## src/rtl/div_pkg.sv

```systemverilog
// ------------------------------
// shared types and constants for the divider
// imported by the RTL and the testbench
// ------------------------------
package div_pkg;

    typedef logic [63:0] bus64_t;

    // one operand word, seen whole or as two halves for the W forms
    typedef union packed {
        bus64_t full;
        struct packed {
            logic [31:0] hi;
            logic [31:0] lo;
        } half;
    } div_word_u;

    // wishbone word addresses
    localparam logic [2:0] DIV_ADR_DVND = 3'd0;
    localparam logic [2:0] DIV_ADR_DVSR = 3'd1;
    localparam logic [2:0] DIV_ADR_CTRL = 3'd2;
    localparam logic [2:0] DIV_ADR_STAT = 3'd3;
    localparam logic [2:0] DIV_ADR_QUO  = 3'd4;
    localparam logic [2:0] DIV_ADR_RMD  = 3'd5;

    // control word bits
    localparam int CTRL_SIGNED_BIT = 0;
    localparam int CTRL_W32_BIT    = 1;
    localparam int CTRL_KILL_BIT   = 2;

    // status word bits
    localparam int STAT_BUSY_BIT = 0;
    localparam int STAT_DONE_BIT = 1;

    // core iterations, 4 quotient bits each
    localparam int DIV_ITER_64 = 16;
    localparam int DIV_ITER_32 = 8;

endpackage

```

## src/rtl/div_radix16_step.sv

```systemverilog
// ------------------------------
// four restoring divide steps, combinational
// ------------------------------
`timescale 1ns/1ps

module div_radix16_step (
    input  div_pkg::bus64_t remanent_i,
    input  div_pkg::bus64_t dividend_quotient_i,
    input  div_pkg::bus64_t divisor_i,
    output div_pkg::bus64_t remanent_o,
    output div_pkg::bus64_t dividend_quotient_o
);
    import div_pkg::*;

    bus64_t rem_c [0:4];
    bus64_t dq_c  [0:4];

    assign rem_c[0] = remanent_i;
    assign dq_c[0]  = dividend_quotient_i;

    for (genvar k = 0; k < 4; k++) begin : g_bit
        logic [64:0] part;
        logic [64:0] diff;

        // shift pair left, top bit of part is the carry out of the remainder
        assign part = {rem_c[k], dq_c[k][63]};
        assign diff = part - {1'b0, divisor_i};

        // negative trial keeps the shifted remainder
        assign rem_c[k+1] = diff[64] ? part[63:0] : diff[63:0];
        assign dq_c[k+1]  = {dq_c[k][62:0], ~diff[64]};   // new quotient bit
    end

    assign remanent_o          = rem_c[4];
    assign dividend_quotient_o = dq_c[4];

endmodule

```

## src/rtl/div_wb_slave.sv

```systemverilog
// ------------------------------
// wishbone classic register block of the divider
// ------------------------------
`timescale 1ns/1ps

module div_wb_slave (
    input  logic            clk_i,
    input  logic            rstn_i,
    input  logic            wb_cyc_i,
    input  logic            wb_stb_i,
    input  logic            wb_we_i,
    input  logic [2:0]      wb_adr_i,
    input  div_pkg::bus64_t wb_dat_i,
    output div_pkg::bus64_t wb_dat_o,
    output logic            wb_ack_o,
    output logic            req_valid_o,
    output logic            req_signed_o,
    output logic            req_w32_o,
    output logic            kill_o,
    output div_pkg::bus64_t req_dvnd_o,
    output div_pkg::bus64_t req_dvsr_o,
    input  logic            req_ready_i,
    input  logic            res_valid_i,
    input  div_pkg::bus64_t res_quo_i,
    input  div_pkg::bus64_t res_rmd_i,
    input  logic            busy_i
);
    import div_pkg::*;

    logic   ack_q, req_valid_q, kill_q, done_q;
    logic   signed_q, w32_q;
    bus64_t dvnd_q, dvsr_q, quo_q, rmd_q, dat_q;
    bus64_t rd_data;
    logic   bus_req, ctrl_wr, start_wr, kill_wr, stat_rd, req_xfer;

    assign bus_req  = wb_cyc_i & wb_stb_i & ~ack_q;   // new cycle, not yet answered
    assign ctrl_wr  = bus_req & wb_we_i & (wb_adr_i == DIV_ADR_CTRL);
    assign kill_wr  = ctrl_wr & wb_dat_i[CTRL_KILL_BIT];
    assign start_wr = ctrl_wr & ~wb_dat_i[CTRL_KILL_BIT];
    assign stat_rd  = bus_req & ~wb_we_i & (wb_adr_i == DIV_ADR_STAT);
    assign req_xfer = req_valid_q & req_ready_i;

    always_comb begin
        rd_data = '0;
        case (wb_adr_i)
            DIV_ADR_STAT: begin
                // result on its way to us still counts as busy
                rd_data[STAT_BUSY_BIT] = req_valid_q | busy_i | res_valid_i;
                rd_data[STAT_DONE_BIT] = done_q;
            end
            DIV_ADR_QUO:  rd_data = quo_q;
            DIV_ADR_RMD:  rd_data = rmd_q;
            default:      rd_data = '0;
        endcase
    end

    always_ff @(posedge clk_i or negedge rstn_i) begin
        if (!rstn_i) begin
            ack_q       <= 1'b0;
            req_valid_q <= 1'b0;
            kill_q      <= 1'b0;
            done_q      <= 1'b0;
        end else begin
            ack_q  <= (bus_req & ~start_wr) | req_xfer;  // start waits for prep
            kill_q <= kill_wr;
            if (req_xfer)
                req_valid_q <= 1'b0;
            else if (start_wr)
                req_valid_q <= 1'b1;
            if (kill_q)
                done_q <= 1'b0;
            else if (res_valid_i)
                done_q <= 1'b1;
            else if (stat_rd)
                done_q <= 1'b0;   // read clears
        end
    end

    always_ff @(posedge clk_i) begin
        if (bus_req & wb_we_i & (wb_adr_i == DIV_ADR_DVND))
            dvnd_q <= wb_dat_i;
        if (bus_req & wb_we_i & (wb_adr_i == DIV_ADR_DVSR))
            dvsr_q <= wb_dat_i;
        if (start_wr & ~req_valid_q) begin
            signed_q <= wb_dat_i[CTRL_SIGNED_BIT];
            w32_q    <= wb_dat_i[CTRL_W32_BIT];
        end
        if (res_valid_i) begin
            quo_q <= res_quo_i;
            rmd_q <= res_rmd_i;
        end
        if (bus_req & ~wb_we_i)
            dat_q <= rd_data;
    end

    assign wb_ack_o     = ack_q;
    assign wb_dat_o     = dat_q;
    assign req_valid_o  = req_valid_q;
    assign req_signed_o = signed_q;
    assign req_w32_o    = w32_q;
    assign req_dvnd_o   = dvnd_q;
    assign req_dvsr_o   = dvsr_q;
    assign kill_o       = kill_q;

    // one ack per strobe, even with start wait states
    a_ack_single: assert property (@(posedge clk_i) disable iff (!rstn_i)
        wb_ack_o |=> !wb_ack_o);

endmodule

```

## src/rtl/div_operand_prep.sv

```systemverilog
// ------------------------------
// stage 1: operand magnitudes and flags
// ------------------------------
`timescale 1ns/1ps

module div_operand_prep (
    input  logic            clk_i,
    input  logic            rstn_i,
    input  logic            kill_i,
    input  logic            valid_i,
    input  logic            signed_i,
    input  logic            w32_i,
    input  div_pkg::bus64_t dvnd_i,
    input  div_pkg::bus64_t dvsr_i,
    output logic            ready_o,
    output logic            valid_o,
    output logic            w32_o,
    output logic            quo_neg_o,
    output logic            rmd_neg_o,
    output logic            dvsr_zero_o,
    output div_pkg::bus64_t dvnd_mag_o,
    output div_pkg::bus64_t dvsr_mag_o,
    output div_pkg::bus64_t dvnd_raw_o,
    input  logic            ready_i
);
    import div_pkg::*;

    div_word_u   dvnd_w, dvsr_w;
    div_word_u   dvnd_core;
    logic        dvnd_sign, dvsr_sign, dvsr_zero;
    logic [31:0] dvnd_mag32, dvsr_mag32;
    bus64_t      dvnd_mag64, dvsr_mag64;
    logic        valid_q;

    assign dvnd_w.full = dvnd_i;
    assign dvsr_w.full = dvsr_i;

    assign dvnd_sign = signed_i & (w32_i ? dvnd_w.half.lo[31] : dvnd_w.full[63]);
    assign dvsr_sign = signed_i & (w32_i ? dvsr_w.half.lo[31] : dvsr_w.full[63]);
    assign dvsr_zero = w32_i ? (dvsr_w.half.lo == 32'd0) : (dvsr_w.full == '0);

    assign dvnd_mag32 = dvnd_sign ? ~dvnd_w.half.lo + 32'd1 : dvnd_w.half.lo;
    assign dvsr_mag32 = dvsr_sign ? ~dvsr_w.half.lo + 32'd1 : dvsr_w.half.lo;
    assign dvnd_mag64 = dvnd_sign ? ~dvnd_i + 64'd1 : dvnd_i;
    assign dvsr_mag64 = dvsr_sign ? ~dvsr_i + 64'd1 : dvsr_i;

    // W dividend goes to the upper half, core then shifts only 32 bits
    assign dvnd_core.half.hi = w32_i ? dvnd_mag32 : dvnd_mag64[63:32];
    assign dvnd_core.half.lo = w32_i ? 32'd0 : dvnd_mag64[31:0];

    assign ready_o = ~valid_q | ready_i;

    always_ff @(posedge clk_i or negedge rstn_i) begin
        if (!rstn_i)
            valid_q <= 1'b0;
        else if (kill_i)
            valid_q <= 1'b0;
        else if (ready_o)
            valid_q <= valid_i;
    end

    always_ff @(posedge clk_i) begin
        if (valid_i & ready_o) begin
            w32_o       <= w32_i;
            quo_neg_o   <= dvnd_sign ^ dvsr_sign;
            rmd_neg_o   <= dvnd_sign;     // remainder follows the dividend
            dvsr_zero_o <= dvsr_zero;
            dvnd_mag_o  <= dvnd_core.full;
            dvsr_mag_o  <= w32_i ? {32'd0, dvsr_mag32} : dvsr_mag64;
            dvnd_raw_o  <= dvnd_i;
        end
    end

    assign valid_o = valid_q;

endmodule

```

## src/rtl/div_iter_stage.sv

```systemverilog
// ------------------------------
// stage 2: iterative radix-16 divide core
// ------------------------------
`timescale 1ns/1ps

module div_iter_stage (
    input  logic            clk_i,
    input  logic            rstn_i,
    input  logic            kill_i,
    input  logic            valid_i,
    output logic            ready_o,
    input  logic            w32_i,
    input  logic            quo_neg_i,
    input  logic            rmd_neg_i,
    input  logic            dvsr_zero_i,
    input  div_pkg::bus64_t dvnd_mag_i,
    input  div_pkg::bus64_t dvsr_mag_i,
    input  div_pkg::bus64_t dvnd_raw_i,
    output logic            valid_o,
    output div_pkg::bus64_t rem_o,
    output div_pkg::bus64_t quo_o,
    output logic            w32_o,
    output logic            quo_neg_o,
    output logic            rmd_neg_o,
    output logic            dvsr_zero_o,
    output div_pkg::bus64_t dvnd_raw_o,
    input  logic            ready_i,
    output logic            busy_o
);
    import div_pkg::*;

    localparam logic [1:0] ST_IDLE = 2'd0;
    localparam logic [1:0] ST_OP   = 2'd1;
    localparam logic [1:0] ST_DONE = 2'd2;

    logic [1:0] state_q;
    logic [4:0] cnt_q;
    bus64_t     rem_q, dq_q, dvsr_q;
    bus64_t     step_rem, step_dq;
    logic       load;

    div_radix16_step u_step (
        .remanent_i          (rem_q),
        .dividend_quotient_i (dq_q),
        .divisor_i           (dvsr_q),
        .remanent_o          (step_rem),
        .dividend_quotient_o (step_dq)
    );

    assign ready_o = (state_q == ST_IDLE);
    assign load    = valid_i & ready_o & ~kill_i;

    always_ff @(posedge clk_i or negedge rstn_i) begin
        if (!rstn_i) begin
            state_q <= ST_IDLE;
            cnt_q   <= '0;
        end else if (kill_i) begin
            state_q <= ST_IDLE;
            cnt_q   <= '0;
        end else begin
            case (state_q)
                ST_IDLE: if (load) begin
                    state_q <= ST_OP;
                    cnt_q   <= w32_i ? 5'(DIV_ITER_32) : 5'(DIV_ITER_64);
                end
                ST_OP: begin
                    cnt_q <= cnt_q - 5'd1;
                    if (cnt_q == 5'd1)
                        state_q <= ST_DONE;
                end
                ST_DONE: if (ready_i) state_q <= ST_IDLE;   // fix-up took it
                default: state_q <= ST_IDLE;
            endcase
        end
    end

    always_ff @(posedge clk_i) begin
        if (load) begin
            rem_q       <= '0;
            dq_q        <= dvnd_mag_i;
            dvsr_q      <= dvsr_mag_i;
            w32_o       <= w32_i;
            quo_neg_o   <= quo_neg_i;
            rmd_neg_o   <= rmd_neg_i;
            dvsr_zero_o <= dvsr_zero_i;
            dvnd_raw_o  <= dvnd_raw_i;
        end else if (state_q == ST_OP) begin
            rem_q <= step_rem;
            dq_q  <= step_dq;
        end
    end

    assign valid_o = (state_q == ST_DONE);
    assign rem_o   = rem_q;
    assign quo_o   = dq_q;
    assign busy_o  = (state_q != ST_IDLE) | valid_i;   // queued op in prep counts too

    a_cnt_range: assert property (@(posedge clk_i) disable iff (!rstn_i)
        cnt_q <= 5'(DIV_ITER_64));
    a_valid_hold: assert property (@(posedge clk_i) disable iff (!rstn_i)
        valid_o && !ready_i && !kill_i |=> valid_o && $stable(quo_o) && $stable(rem_o));

endmodule

```

## src/rtl/div_result_fix.sv

```systemverilog
// ------------------------------
// stage 3: sign restore and special cases
// ------------------------------
`timescale 1ns/1ps

module div_result_fix (
    input  logic            clk_i,
    input  logic            rstn_i,
    input  logic            kill_i,
    input  logic            valid_i,
    output logic            ready_o,
    input  div_pkg::bus64_t rem_i,
    input  div_pkg::bus64_t quo_i,
    input  logic            w32_i,
    input  logic            quo_neg_i,
    input  logic            rmd_neg_i,
    input  logic            dvsr_zero_i,
    input  div_pkg::bus64_t dvnd_raw_i,
    output logic            res_valid_o,
    output div_pkg::bus64_t res_quo_o,
    output div_pkg::bus64_t res_rmd_o
);
    import div_pkg::*;

    bus64_t    quo_signed, rmd_signed;
    div_word_u quo_w, rmd_w;
    bus64_t    quo_final, rmd_final;
    logic      res_valid_q;

    assign quo_signed = quo_neg_i ? ~quo_i + 64'd1 : quo_i;
    assign rmd_signed = rmd_neg_i ? ~rem_i + 64'd1 : rem_i;

    // divide by zero: all ones and the dividend back
    assign quo_w.full = dvsr_zero_i ? '1 : quo_signed;
    assign rmd_w.full = dvsr_zero_i ? dvnd_raw_i : rmd_signed;

    assign quo_final = w32_i ? {{32{quo_w.half.lo[31]}}, quo_w.half.lo} : quo_w.full;
    assign rmd_final = w32_i ? {{32{rmd_w.half.lo[31]}}, rmd_w.half.lo} : rmd_w.full;

    // at most one result per two cycles, keeps res_valid a pulse
    assign ready_o = ~res_valid_q;

    always_ff @(posedge clk_i or negedge rstn_i) begin
        if (!rstn_i)
            res_valid_q <= 1'b0;
        else
            res_valid_q <= valid_i & ready_o & ~kill_i;
    end

    always_ff @(posedge clk_i) begin
        if (valid_i & ready_o) begin
            res_quo_o <= quo_final;
            res_rmd_o <= rmd_final;
        end
    end

    assign res_valid_o = res_valid_q;

endmodule

```

## src/rtl/div_top.sv

```systemverilog
// ------------------------------
// divider top: wishbone slave and three stages
// ------------------------------
`timescale 1ns/1ps

module div_top (
    input  logic            clk_i,
    input  logic            rstn_i,
    input  logic            wb_cyc_i,
    input  logic            wb_stb_i,
    input  logic            wb_we_i,
    input  logic [2:0]      wb_adr_i,
    input  div_pkg::bus64_t wb_dat_i,
    output div_pkg::bus64_t wb_dat_o,
    output logic            wb_ack_o
);
    import div_pkg::*;

    logic   kill;
    logic   req_valid, req_ready, req_signed, req_w32;
    bus64_t req_dvnd, req_dvsr;
    logic   prep_valid, prep_ready, prep_w32, prep_quo_neg, prep_rmd_neg, prep_zero;
    bus64_t prep_dvnd_mag, prep_dvsr_mag, prep_dvnd_raw;
    logic   iter_valid, iter_ready, iter_w32, iter_quo_neg, iter_rmd_neg, iter_zero;
    bus64_t iter_rem, iter_quo, iter_dvnd_raw;
    logic   iter_busy;
    logic   res_valid;
    bus64_t res_quo, res_rmd;

    div_wb_slave u_slave (
        .clk_i (clk_i), .rstn_i (rstn_i),
        .wb_cyc_i (wb_cyc_i), .wb_stb_i (wb_stb_i), .wb_we_i (wb_we_i),
        .wb_adr_i (wb_adr_i), .wb_dat_i (wb_dat_i),
        .wb_dat_o (wb_dat_o), .wb_ack_o (wb_ack_o),
        .req_valid_o (req_valid), .req_signed_o (req_signed), .req_w32_o (req_w32),
        .kill_o (kill), .req_dvnd_o (req_dvnd), .req_dvsr_o (req_dvsr),
        .req_ready_i (req_ready),
        .res_valid_i (res_valid), .res_quo_i (res_quo), .res_rmd_i (res_rmd),
        .busy_i (iter_busy)
    );

    div_operand_prep u_prep (
        .clk_i (clk_i), .rstn_i (rstn_i), .kill_i (kill),
        .valid_i (req_valid), .signed_i (req_signed), .w32_i (req_w32),
        .dvnd_i (req_dvnd), .dvsr_i (req_dvsr), .ready_o (req_ready),
        .valid_o (prep_valid), .w32_o (prep_w32), .quo_neg_o (prep_quo_neg),
        .rmd_neg_o (prep_rmd_neg), .dvsr_zero_o (prep_zero),
        .dvnd_mag_o (prep_dvnd_mag), .dvsr_mag_o (prep_dvsr_mag),
        .dvnd_raw_o (prep_dvnd_raw), .ready_i (prep_ready)
    );

    div_iter_stage u_iter (
        .clk_i (clk_i), .rstn_i (rstn_i), .kill_i (kill),
        .valid_i (prep_valid), .ready_o (prep_ready),
        .w32_i (prep_w32), .quo_neg_i (prep_quo_neg), .rmd_neg_i (prep_rmd_neg),
        .dvsr_zero_i (prep_zero), .dvnd_mag_i (prep_dvnd_mag),
        .dvsr_mag_i (prep_dvsr_mag), .dvnd_raw_i (prep_dvnd_raw),
        .valid_o (iter_valid), .rem_o (iter_rem), .quo_o (iter_quo),
        .w32_o (iter_w32), .quo_neg_o (iter_quo_neg), .rmd_neg_o (iter_rmd_neg),
        .dvsr_zero_o (iter_zero), .dvnd_raw_o (iter_dvnd_raw),
        .ready_i (iter_ready), .busy_o (iter_busy)
    );

    div_result_fix u_fix (
        .clk_i (clk_i), .rstn_i (rstn_i), .kill_i (kill),
        .valid_i (iter_valid), .ready_o (iter_ready),
        .rem_i (iter_rem), .quo_i (iter_quo), .w32_i (iter_w32),
        .quo_neg_i (iter_quo_neg), .rmd_neg_i (iter_rmd_neg),
        .dvsr_zero_i (iter_zero), .dvnd_raw_i (iter_dvnd_raw),
        .res_valid_o (res_valid), .res_quo_o (res_quo), .res_rmd_o (res_rmd)
    );

endmodule

```

## config.mk

```make
export PLATFORM = sky130hd
export DESIGN_NAME = div_top
export DESIGN_NICKNAME = d
export VERILOG_FILES = /design/src/rtl/div_pkg.sv /design/src/rtl/div_radix16_step.sv /design/src/rtl/div_wb_slave.sv /design/src/rtl/div_operand_prep.sv /design/src/rtl/div_iter_stage.sv /design/src/rtl/div_result_fix.sv /design/src/rtl/div_top.sv
export SDC_FILE = /design/constraint.sdc
export NUM_CORES = 2
export LEC_CHECK = 0
export ABC_AREA = 0
export BUFFER_PORTS_ARGS = -buffer_cell sky130_fd_sc_hd__clkbuf_2
export CORE_UTILIZATION = 40
export CTS_CLUSTER_DIAMETER = 30
export DETAILED_ROUTE_END_ITERATION = 10
export PLACE_DENSITY = 0.63
export SLEW_MARGIN = 10
export SYNTH_ARGS = -nofsm -noshare
export SYNTH_HDL_FRONTEND = slang
export SYNTH_SLANG_ARGS = --single-unit
```

## constraint.sdc

```tcl
create_clock -name clk_i -period 19 [get_ports clk_i]
set_input_delay 0.95 -clock clk_i [delete_from_list [all_inputs] [get_ports clk_i]]
set_output_delay 0.95 -clock clk_i [all_outputs]
set_load 0.05 [all_outputs]
```

Word level (Yosys, flattened, before mapping)
Index checks and enable logic that the tools add are counted.

word-level totals
  bits in registers = 919
  word-level logic and storage cells = 150

operators by class
  add/sub/neg operators = 11
  equal/unequal tests = 11
  multiplexer cells = 39
  bitwise operators = 43
  reduce and logical (&&, ||, !) cells = 12

operators with widths
  cell                                                              count
  64-bit 2-to-1 mux                                                 14
  65-bit by 64-bit subtractor with 65-bit output                    4
  64-bit by 1-bit adder with 64-bit output (second input constant)  4
  64-bit inverter                                                   4
  32-bit 2-to-1 mux                                                 4
  62-bit one-hot mux with 2 select lines                            1
  32-bit by 1-bit adder with 32-bit output (second input constant)  2
  64-bit zero test                                                  1
  32-bit inverter                                                   2
  32-bit zero test                                                  1
  1-bit AND                                                         19
  5-bit 2-to-1 mux                                                  3
  1-bit inverter                                                    12
  2-bit one-hot mux with 3 select lines                             2
  1-bit 2-to-1 mux                                                  10
  5-bit one-hot mux with 2 select lines                             1
  2-bit 2-to-1 mux                                                  4
  2-bit nonzero test                                                4
  3-bit by 2-bit == test with 1-bit output (second input constant)  2
  3-bit == test (second input constant)                             2
  3-bit != test (second input constant)                             2
  3-bit nonzero test                                                2
  5-bit by 1-bit == test with 1-bit output (second input constant)  1
  1-bit OR                                                          5
  10 further kinds                                                  10

Logic depth before layout (Yosys ltp)
  depth after elaboration = 10
  gate-level depth with buffers = 67
  gate-level depth less buffers = 56

By module
Synthesis repeated with hierarchy kept, for this count alone.

second synthesis, totals
  cell total of the unflattened synthesis = 5704
  area, all modules = 57710.3 um^2

by module, submodules not included
  module            instances  cells an instance  area each (um^2)
  div_radix16_step  1          2828               18360.1
  div_operand_prep  1          998                11003.1
  div_wb_slave      1          434                10752.8
  div_iter_stage    1          598                9297.7
  div_result_fix    1          846                8296.7

Worst setup path before layout
OpenSTA, ideal clock, no wires.

  path kind = reg-to-reg
  from = register u_iter.dq_q[63], in the netlist u_iter.quo_o[63]
  to = register u_iter.dq_q[0], in the netlist u_iter.quo_o[0] (data pin)
  setup time = 0.270 ns
  data arrival time = 13.025 ns
  required time = 18.730 ns
  setup slack = 5.705 ns
  stages on the path, launching flop included = 61
  period minus slack after synthesis = 13.295 ns
  cell sequence = edfxtp_1 inv_1 ha_1 inv_1 fa_1 a211oi_1 o21ai_1 a31oi_1 a2111oi_2 o21ai_1 a31oi_1 nor4_4 clkbuf_1 mux2_2 ha_1 clkbuf_1 a21oi_1 o21ai_0 (+25 left out) mux2_2 ha_1 clkbuf_1 a21o_1 a21o_1 a21o_1 a21o_1 a21oi_1 o211a_1 o21a_1 o21ai_0 o31a_1 a31o_2 nand2b_1 a21bo_2 nand2_2 clkbuf_1 a21oi_1

on the way
  longest elaborated chain between the ends = 10

ends and longest elaborated chain
  item                                                line                    text
  from (decl)                                         div_iter_stage.sv:38    bus64_t rem_q, dq_q, dvsr_q;
  from (signal assigned)                              div_iter_stage.sv:80    dq_q <= dvnd_mag_i;
  from (signal assigned)                              div_iter_stage.sv:89    dq_q <= step_dq;
  65-bit by 64-bit subtractor with 65-bit output      div_radix16_step.sv:27  assign diff = part - {1'b0, divisor_i};
  64-bit 2-to-1 mux (*)                               div_radix16_step.sv:30  assign rem_c[k+1] = diff[64] ? part[63:0] : diff[63:0];
  65-bit by 64-bit subtractor with 65-bit output      div_radix16_step.sv:27
  64-bit 2-to-1 mux (*)                               div_radix16_step.sv:30
  65-bit by 64-bit subtractor with 65-bit output      div_radix16_step.sv:27
  64-bit 2-to-1 mux (*)                               div_radix16_step.sv:30
  65-bit by 64-bit subtractor with 65-bit output (*)  div_radix16_step.sv:27
  1-bit inverter (*)                                  div_radix16_step.sv:31  assign dq_c[k+1] = {dq_c[k][62:0], ~diff[64]};
  64-bit 2-to-1 mux (*)                               div_iter_stage.sv:87    end else if (state_q == ST_OP) begin
  64-bit 2-to-1 mux (*)                               div_iter_stage.sv:78    if (load) begin

Every way passes the cells marked *; elsewhere a longest branch is shown, timed or not. The select of a mux whose other input is x is not followed.
A chain may end at the register's enable or synchronous reset.

Worst setup path after layout
  from = register u_iter.dq_q[63], in the netlist u_iter.quo_o[63]
  to = register u_iter.rem_q[9], in the netlist u_iter.rem_o[9]

on the way
  longest elaborated chain between the ends = 8

ends and longest elaborated chain
  item                                            line                    text
  65-bit by 64-bit subtractor with 65-bit output  div_radix16_step.sv:27
  64-bit 2-to-1 mux (*)                           div_radix16_step.sv:30
  65-bit by 64-bit subtractor with 65-bit output  div_radix16_step.sv:27
  64-bit 2-to-1 mux (*)                           div_radix16_step.sv:30
  65-bit by 64-bit subtractor with 65-bit output  div_radix16_step.sv:27
  64-bit 2-to-1 mux (*)                           div_radix16_step.sv:30
  65-bit by 64-bit subtractor with 65-bit output  div_radix16_step.sv:27
  64-bit 2-to-1 mux (*)                           div_radix16_step.sv:30
  to (signal assigned)                            div_iter_stage.sv:88    rem_q <= step_rem;
  to (decl)                                       div_iter_stage.sv:38

Every way passes the cells marked *; elsewhere a longest branch is shown, timed or not.

==> run summary <==
The run finished with clean final reports. For the maximum clock skew at final layout, the log shows 0.0371 ns. Total area of sequential cells: 26900 um^2. The tools report the endpoint of the worst setup timing path as u_iter.rem_o[9]$_SDFFE_PP0P_. The most common cell in the synthesized netlist is sky130_fd_sc_hd__edfxtp_1. Number of instances in the synthesized netlist: 5331. The startpoint identified for the worst register-to-register timing path is u_iter.quo_o[63]$_DFFE_PP_. Before antenna repair, the detailed router went through 5 iterations. The floorplan step set the die height to 372 um. In this run the post-CTS setup repair buffer count came out at 0. The setup violation total in the final timing report is 0. The count of nets left with antenna violations once routing finished came out at 0. Via count normalized by instance count: 5.89. TritonCTS built the clock tree. In this run the clock root is driven by a sky130_fd_sc_hd__clkbuf_16. Based on the critical path, the design can be clocked at up to 55.8 MHz.

The die covers 138000 um^2. In this run, the number of DRC markers left after iteration 0 of detailed routing was 4652. The tightest hold path in the finished design has a slack of 0.114 ns.

The fraction of registers with async set or reset after synthesis is 0.0141. The clock latency at the later pin of the worst-skew pair is 0.77 ns, and the sequential fraction of the synthesis area is 0.492. The area fraction in compound gates after synthesis is 0.183. The simple-gate area share of the yosys netlist was 0.134; the count of boundary I/O pins was 137. The hold violation total from the final report is 0. The period utilization is 0.944, and the max-slew violation total from the final report is 0. Path type of the worst min-delay path: input port to asynchronous set/reset pin. The tools report the via count of the first global-routing pass as 40983. Dominant synthesized flop cell: sky130_fd_sc_hd__edfxtp_1. Met1 layer wirelength in the final routing: 80.0 mm. In this run, post-CTS repair resized a total of 0 instances.

The worst register-to-register path has a setup slack of 1.07 ns. Entering global routing, the biggest net connects 140 pins. The count of synthesis-stage warnings from yosys is 0. Combinational family with the most area after synthesis: compound AO/OA/AOI/OAI gates. The largest total area in the synthesized netlist belongs to sky130_fd_sc_hd__edfxtp_1. The critical path startpoint was u_iter.quo_o[63]$_DFFE_PP_.

When the netlist entered floorplanning its net count stood at 5669. The headroom to the max-slew limit was 0.175. The final weighted congestion in routability-driven placement was 0.965. In this run the worst path has a maximum fanout of 44. In the final design database the tool counted 5739 nets.

The endpoint identified for the worst register-to-register timing path is u_iter.rem_o[9]$_SDFFE_PP0P_. The number of hold buffers added after CTS was 0. For the footprint of the multi-input gates, the log shows 26200 um^2. The met3 routed wirelength was 12.5 mm; the area of the core was 135000 um^2. Data on the critical path is required at its endpoint by 19.62 ns. The horizontal die dimension is 372 um, and the number of register bits inferred by synthesis is 919. Subtracting the final worst setup slack from the clock period gives 17.93 ns. The top cell type's share of synthesized area is 0.463, and the post-synthesis xor/xnor area fraction is 0.0749. After filler insertion, the fill cell instance count of the layout stands at 12563.

The CTS buffer count is 140. The library cell contributing the largest single delay on the critical path is sky130_fd_sc_hd__or4_2. The clock passes through at most 3 buffers. Detailed routing inserted a total of 43057 vias.

The netlist uses 95 different library cells. The synthesis-to-layout area growth came out at 13.4%. The tools report the initial antenna violation count as 10.

The share of synthesized area spent on multiplexers works out to 0.0236. For the effective utilization at floorplan, the log shows 0.403. After synthesis, the most frequently instantiated cells are sky130_fd_sc_hd__edfxtp_1, sky130_fd_sc_hd__nand2_1, sky130_fd_sc_hd__a21oi_1. The tools report the critical path startpoint category as a flip-flop. The H-tree was split into 4 levels. The ratio of cells with drive above 1 in the final layout is 0.108, and the clock transition at the registers of the reported paths is 0.06 ns.

For the pin with the worst max-slew slack, the measured transition is 1.23 ns. The logs give 919 for the number of clock sinks seen by CTS and 0 for the global-route congestion overflow total. The number of max-cap violations came out at 0.

Summed over all failing endpoints, the final setup total negative slack is 0 ns. The average footprint of a synthesized cell was 10.3 um^2; the endpoint arrival time on the critical path was 18.56 ns. The DRC violation count after routing was 0. After detailed routing, the average wire length per cell comes to 25.0 um. The maximum single-stage delay on the critical path is 0.90 ns.

Setup repair after global routing left no endpoint under its margin. The category of the critical setup timing path is flip-flop to flip-flop. In this run, synthesis inferred 842 flip-flops with an integrated enable.

The tools report the overall global routing resource usage as 0.259. The highest signal layer in the routed design is met5. For the detailed route wirelength on metal2, the log shows 83.6 mm. The first global-routing pass estimated 265 mm of wire.

The number of cells on the worst reg-to-reg path is 56. The half-perimeter wire length of the detailed placement result was 140 mm. The adder-cell area share of the yosys netlist was 0.0615.

Nature of the critical path endpoint: a flip-flop. In the post-synthesis netlist, the biggest area contributors are sky130_fd_sc_hd__edfxtp_1, sky130_fd_sc_hd__ha_1, sky130_fd_sc_hd__a21oi_1, sky130_fd_sc_hd__nand2_1, sky130_fd_sc_hd__xor2_1. The wire length reported by the detailed router came out at 183 mm.

Buffers placed on the I/O ports in this run total 136. In this run the cell area of the synthesized design comes to 54600 um^2. The run gives 135 as the number of placement rows.
## layout make-up
type / instances / share of cell area
diodes: 5 / 0.000202
multi-input cells: 3982 / 0.422
clock buffers: 151 / 0.0584
well taps: 1781 / 0.0360
repair buffers: 194 / 0.0186
flip-flops and latches: 919 / 0.434
clock inverters: 108 / 0.0203
inverters: 164 / 0.0101
## cell usage in the layout (no fill, tap or decap), types with 21 or more instances in the layout
cell type	count
sky130_fd_sc_hd__a211oi_1	25
sky130_fd_sc_hd__a21o_1	196
sky130_fd_sc_hd__a21oi_1	497
sky130_fd_sc_hd__a22o_1	64
sky130_fd_sc_hd__a31oi_1	51
sky130_fd_sc_hd__and3_1	41
sky130_fd_sc_hd__buf_4	55
sky130_fd_sc_hd__clkbuf_16	143
sky130_fd_sc_hd__clkbuf_2	136
sky130_fd_sc_hd__dfxtp_1	64
sky130_fd_sc_hd__edfxtp_1	842
sky130_fd_sc_hd__ha_1	262
sky130_fd_sc_hd__inv_1	161
sky130_fd_sc_hd__inv_6	21
sky130_fd_sc_hd__mux2_2	92
sky130_fd_sc_hd__mux2i_1	23
sky130_fd_sc_hd__nand2_1	584
sky130_fd_sc_hd__nand2b_1	59
sky130_fd_sc_hd__nand3_1	102
sky130_fd_sc_hd__nand4_1	78
sky130_fd_sc_hd__nor2_1	367
sky130_fd_sc_hd__nor2b_1	38
sky130_fd_sc_hd__nor3_1	90
sky130_fd_sc_hd__nor4_1	28
sky130_fd_sc_hd__o211ai_1	77
sky130_fd_sc_hd__o21a_1	43
sky130_fd_sc_hd__o21ai_0	335
sky130_fd_sc_hd__o21bai_1	44
sky130_fd_sc_hd__o31ai_1	66
sky130_fd_sc_hd__o41ai_1	31
sky130_fd_sc_hd__or3_1	46
sky130_fd_sc_hd__or4_1	30
sky130_fd_sc_hd__xnor2_1	220
sky130_fd_sc_hd__xor2_1	242
## per-stage QoR
stage / util / worst slack [ns] / instance area [um^2] / std cells
4_1_cts: 0.457 / 1.54 / 61900 / 7299
3_5_place_dp: 0.421 / 1.62 / 57100 / 7040
6_report: 0.457 / 1.07 / 61900 / 7304
3_3_place_gp: 0.421 / 1.93 / 57100 / 7040
5_1_grt: 0.457 / 0.134 / 61900 / 7300
2_1_floorplan: - / 5.70 / 54600 / 5331
## worst min path at each step
stage / startpoint / endpoint / slack (ns) / cells after the start
finish: rstn_i / u_slave.wb_ack_o$_DFF_PN0_ / 0.11 / 1
global route: rstn_i / u_slave.wb_ack_o$_DFF_PN0_ / 0.12 / 1
CTS: rstn_i / u_iter.cnt_q[0]$_DFFE_PN0P_ / 0.07 / 1
detailed placement: u_prep.dvnd_raw_o[11]$_DFFE_PP_ / u_iter.dvnd_raw_o[11]$_DFFE_PP_ / 0.40 / 0
global placement: u_prep.dvnd_raw_o[49]$_DFFE_PP_ / u_iter.dvnd_raw_o[49]$_DFFE_PP_ / 0.40 / 0
floorplan: u_prep.dvnd_raw_o[0]$_DFFE_PP_ / u_iter.dvnd_raw_o[0]$_DFFE_PP_ / 0.40 / 0
## flip-flops by register name, indices dropped and copies added (netlist names), 2 cells and up
| register | flops |
|---|---|
| u_fix.res_quo_o | 64 |
| u_fix.res_rmd_o | 64 |
| u_iter.dvnd_raw_o | 64 |
| u_iter.dvsr_q | 64 |
| u_iter.quo_o | 64 |
| u_iter.rem_o | 64 |
| u_prep.dvnd_mag_o | 64 |
| u_prep.dvnd_raw_o | 64 |
| u_prep.dvsr_mag_o | 64 |
| u_slave.quo_q | 64 |
| u_slave.req_dvnd_o | 64 |
| u_slave.req_dvsr_o | 64 |
| u_slave.rmd_q | 64 |
| u_slave.wb_dat_o | 64 |
| u_iter.cnt_q | 5 |
| u_iter.state_q | 2 |
## critical path: cells and delay by family (launching register included)
kind	cells	cell delay, ns
flip-flops	1	0.45
adder cells (fa/ha/maj)	5	1.82
XOR/XNOR	2	1.36
multiplexers	2	0.77
buffers and inverters	7	1.86
AND/OR/NAND/NOR	6	1.76
AO/OA/AOI/OAI	34	9.63
## kinds of logic (layout without fill, tap and decap cells)
kind of cell	after synthesis	after routing
XOR/XNOR	464	464
AO/OA/AOI/OAI	1570	1570
adder cells (fa/ha/maj)	266	266
other	0	5
buffers and inverters	430	617
multiplexers	117	117
flip-flops	919	919
AND/OR/NAND/NOR	1565	1565
## layer usage
layer / up-vias / global-route usage
met5: - / 0
met4: 6 / 0.0955
met3: 292 / 0.0379
met2: 1641 / 0.412
met1: 21089 / 0.357
li1: 20029 / -
Power is not shown: default switching activity piles up to over one toggle a cycle in this logic, so the estimate is an artifact.
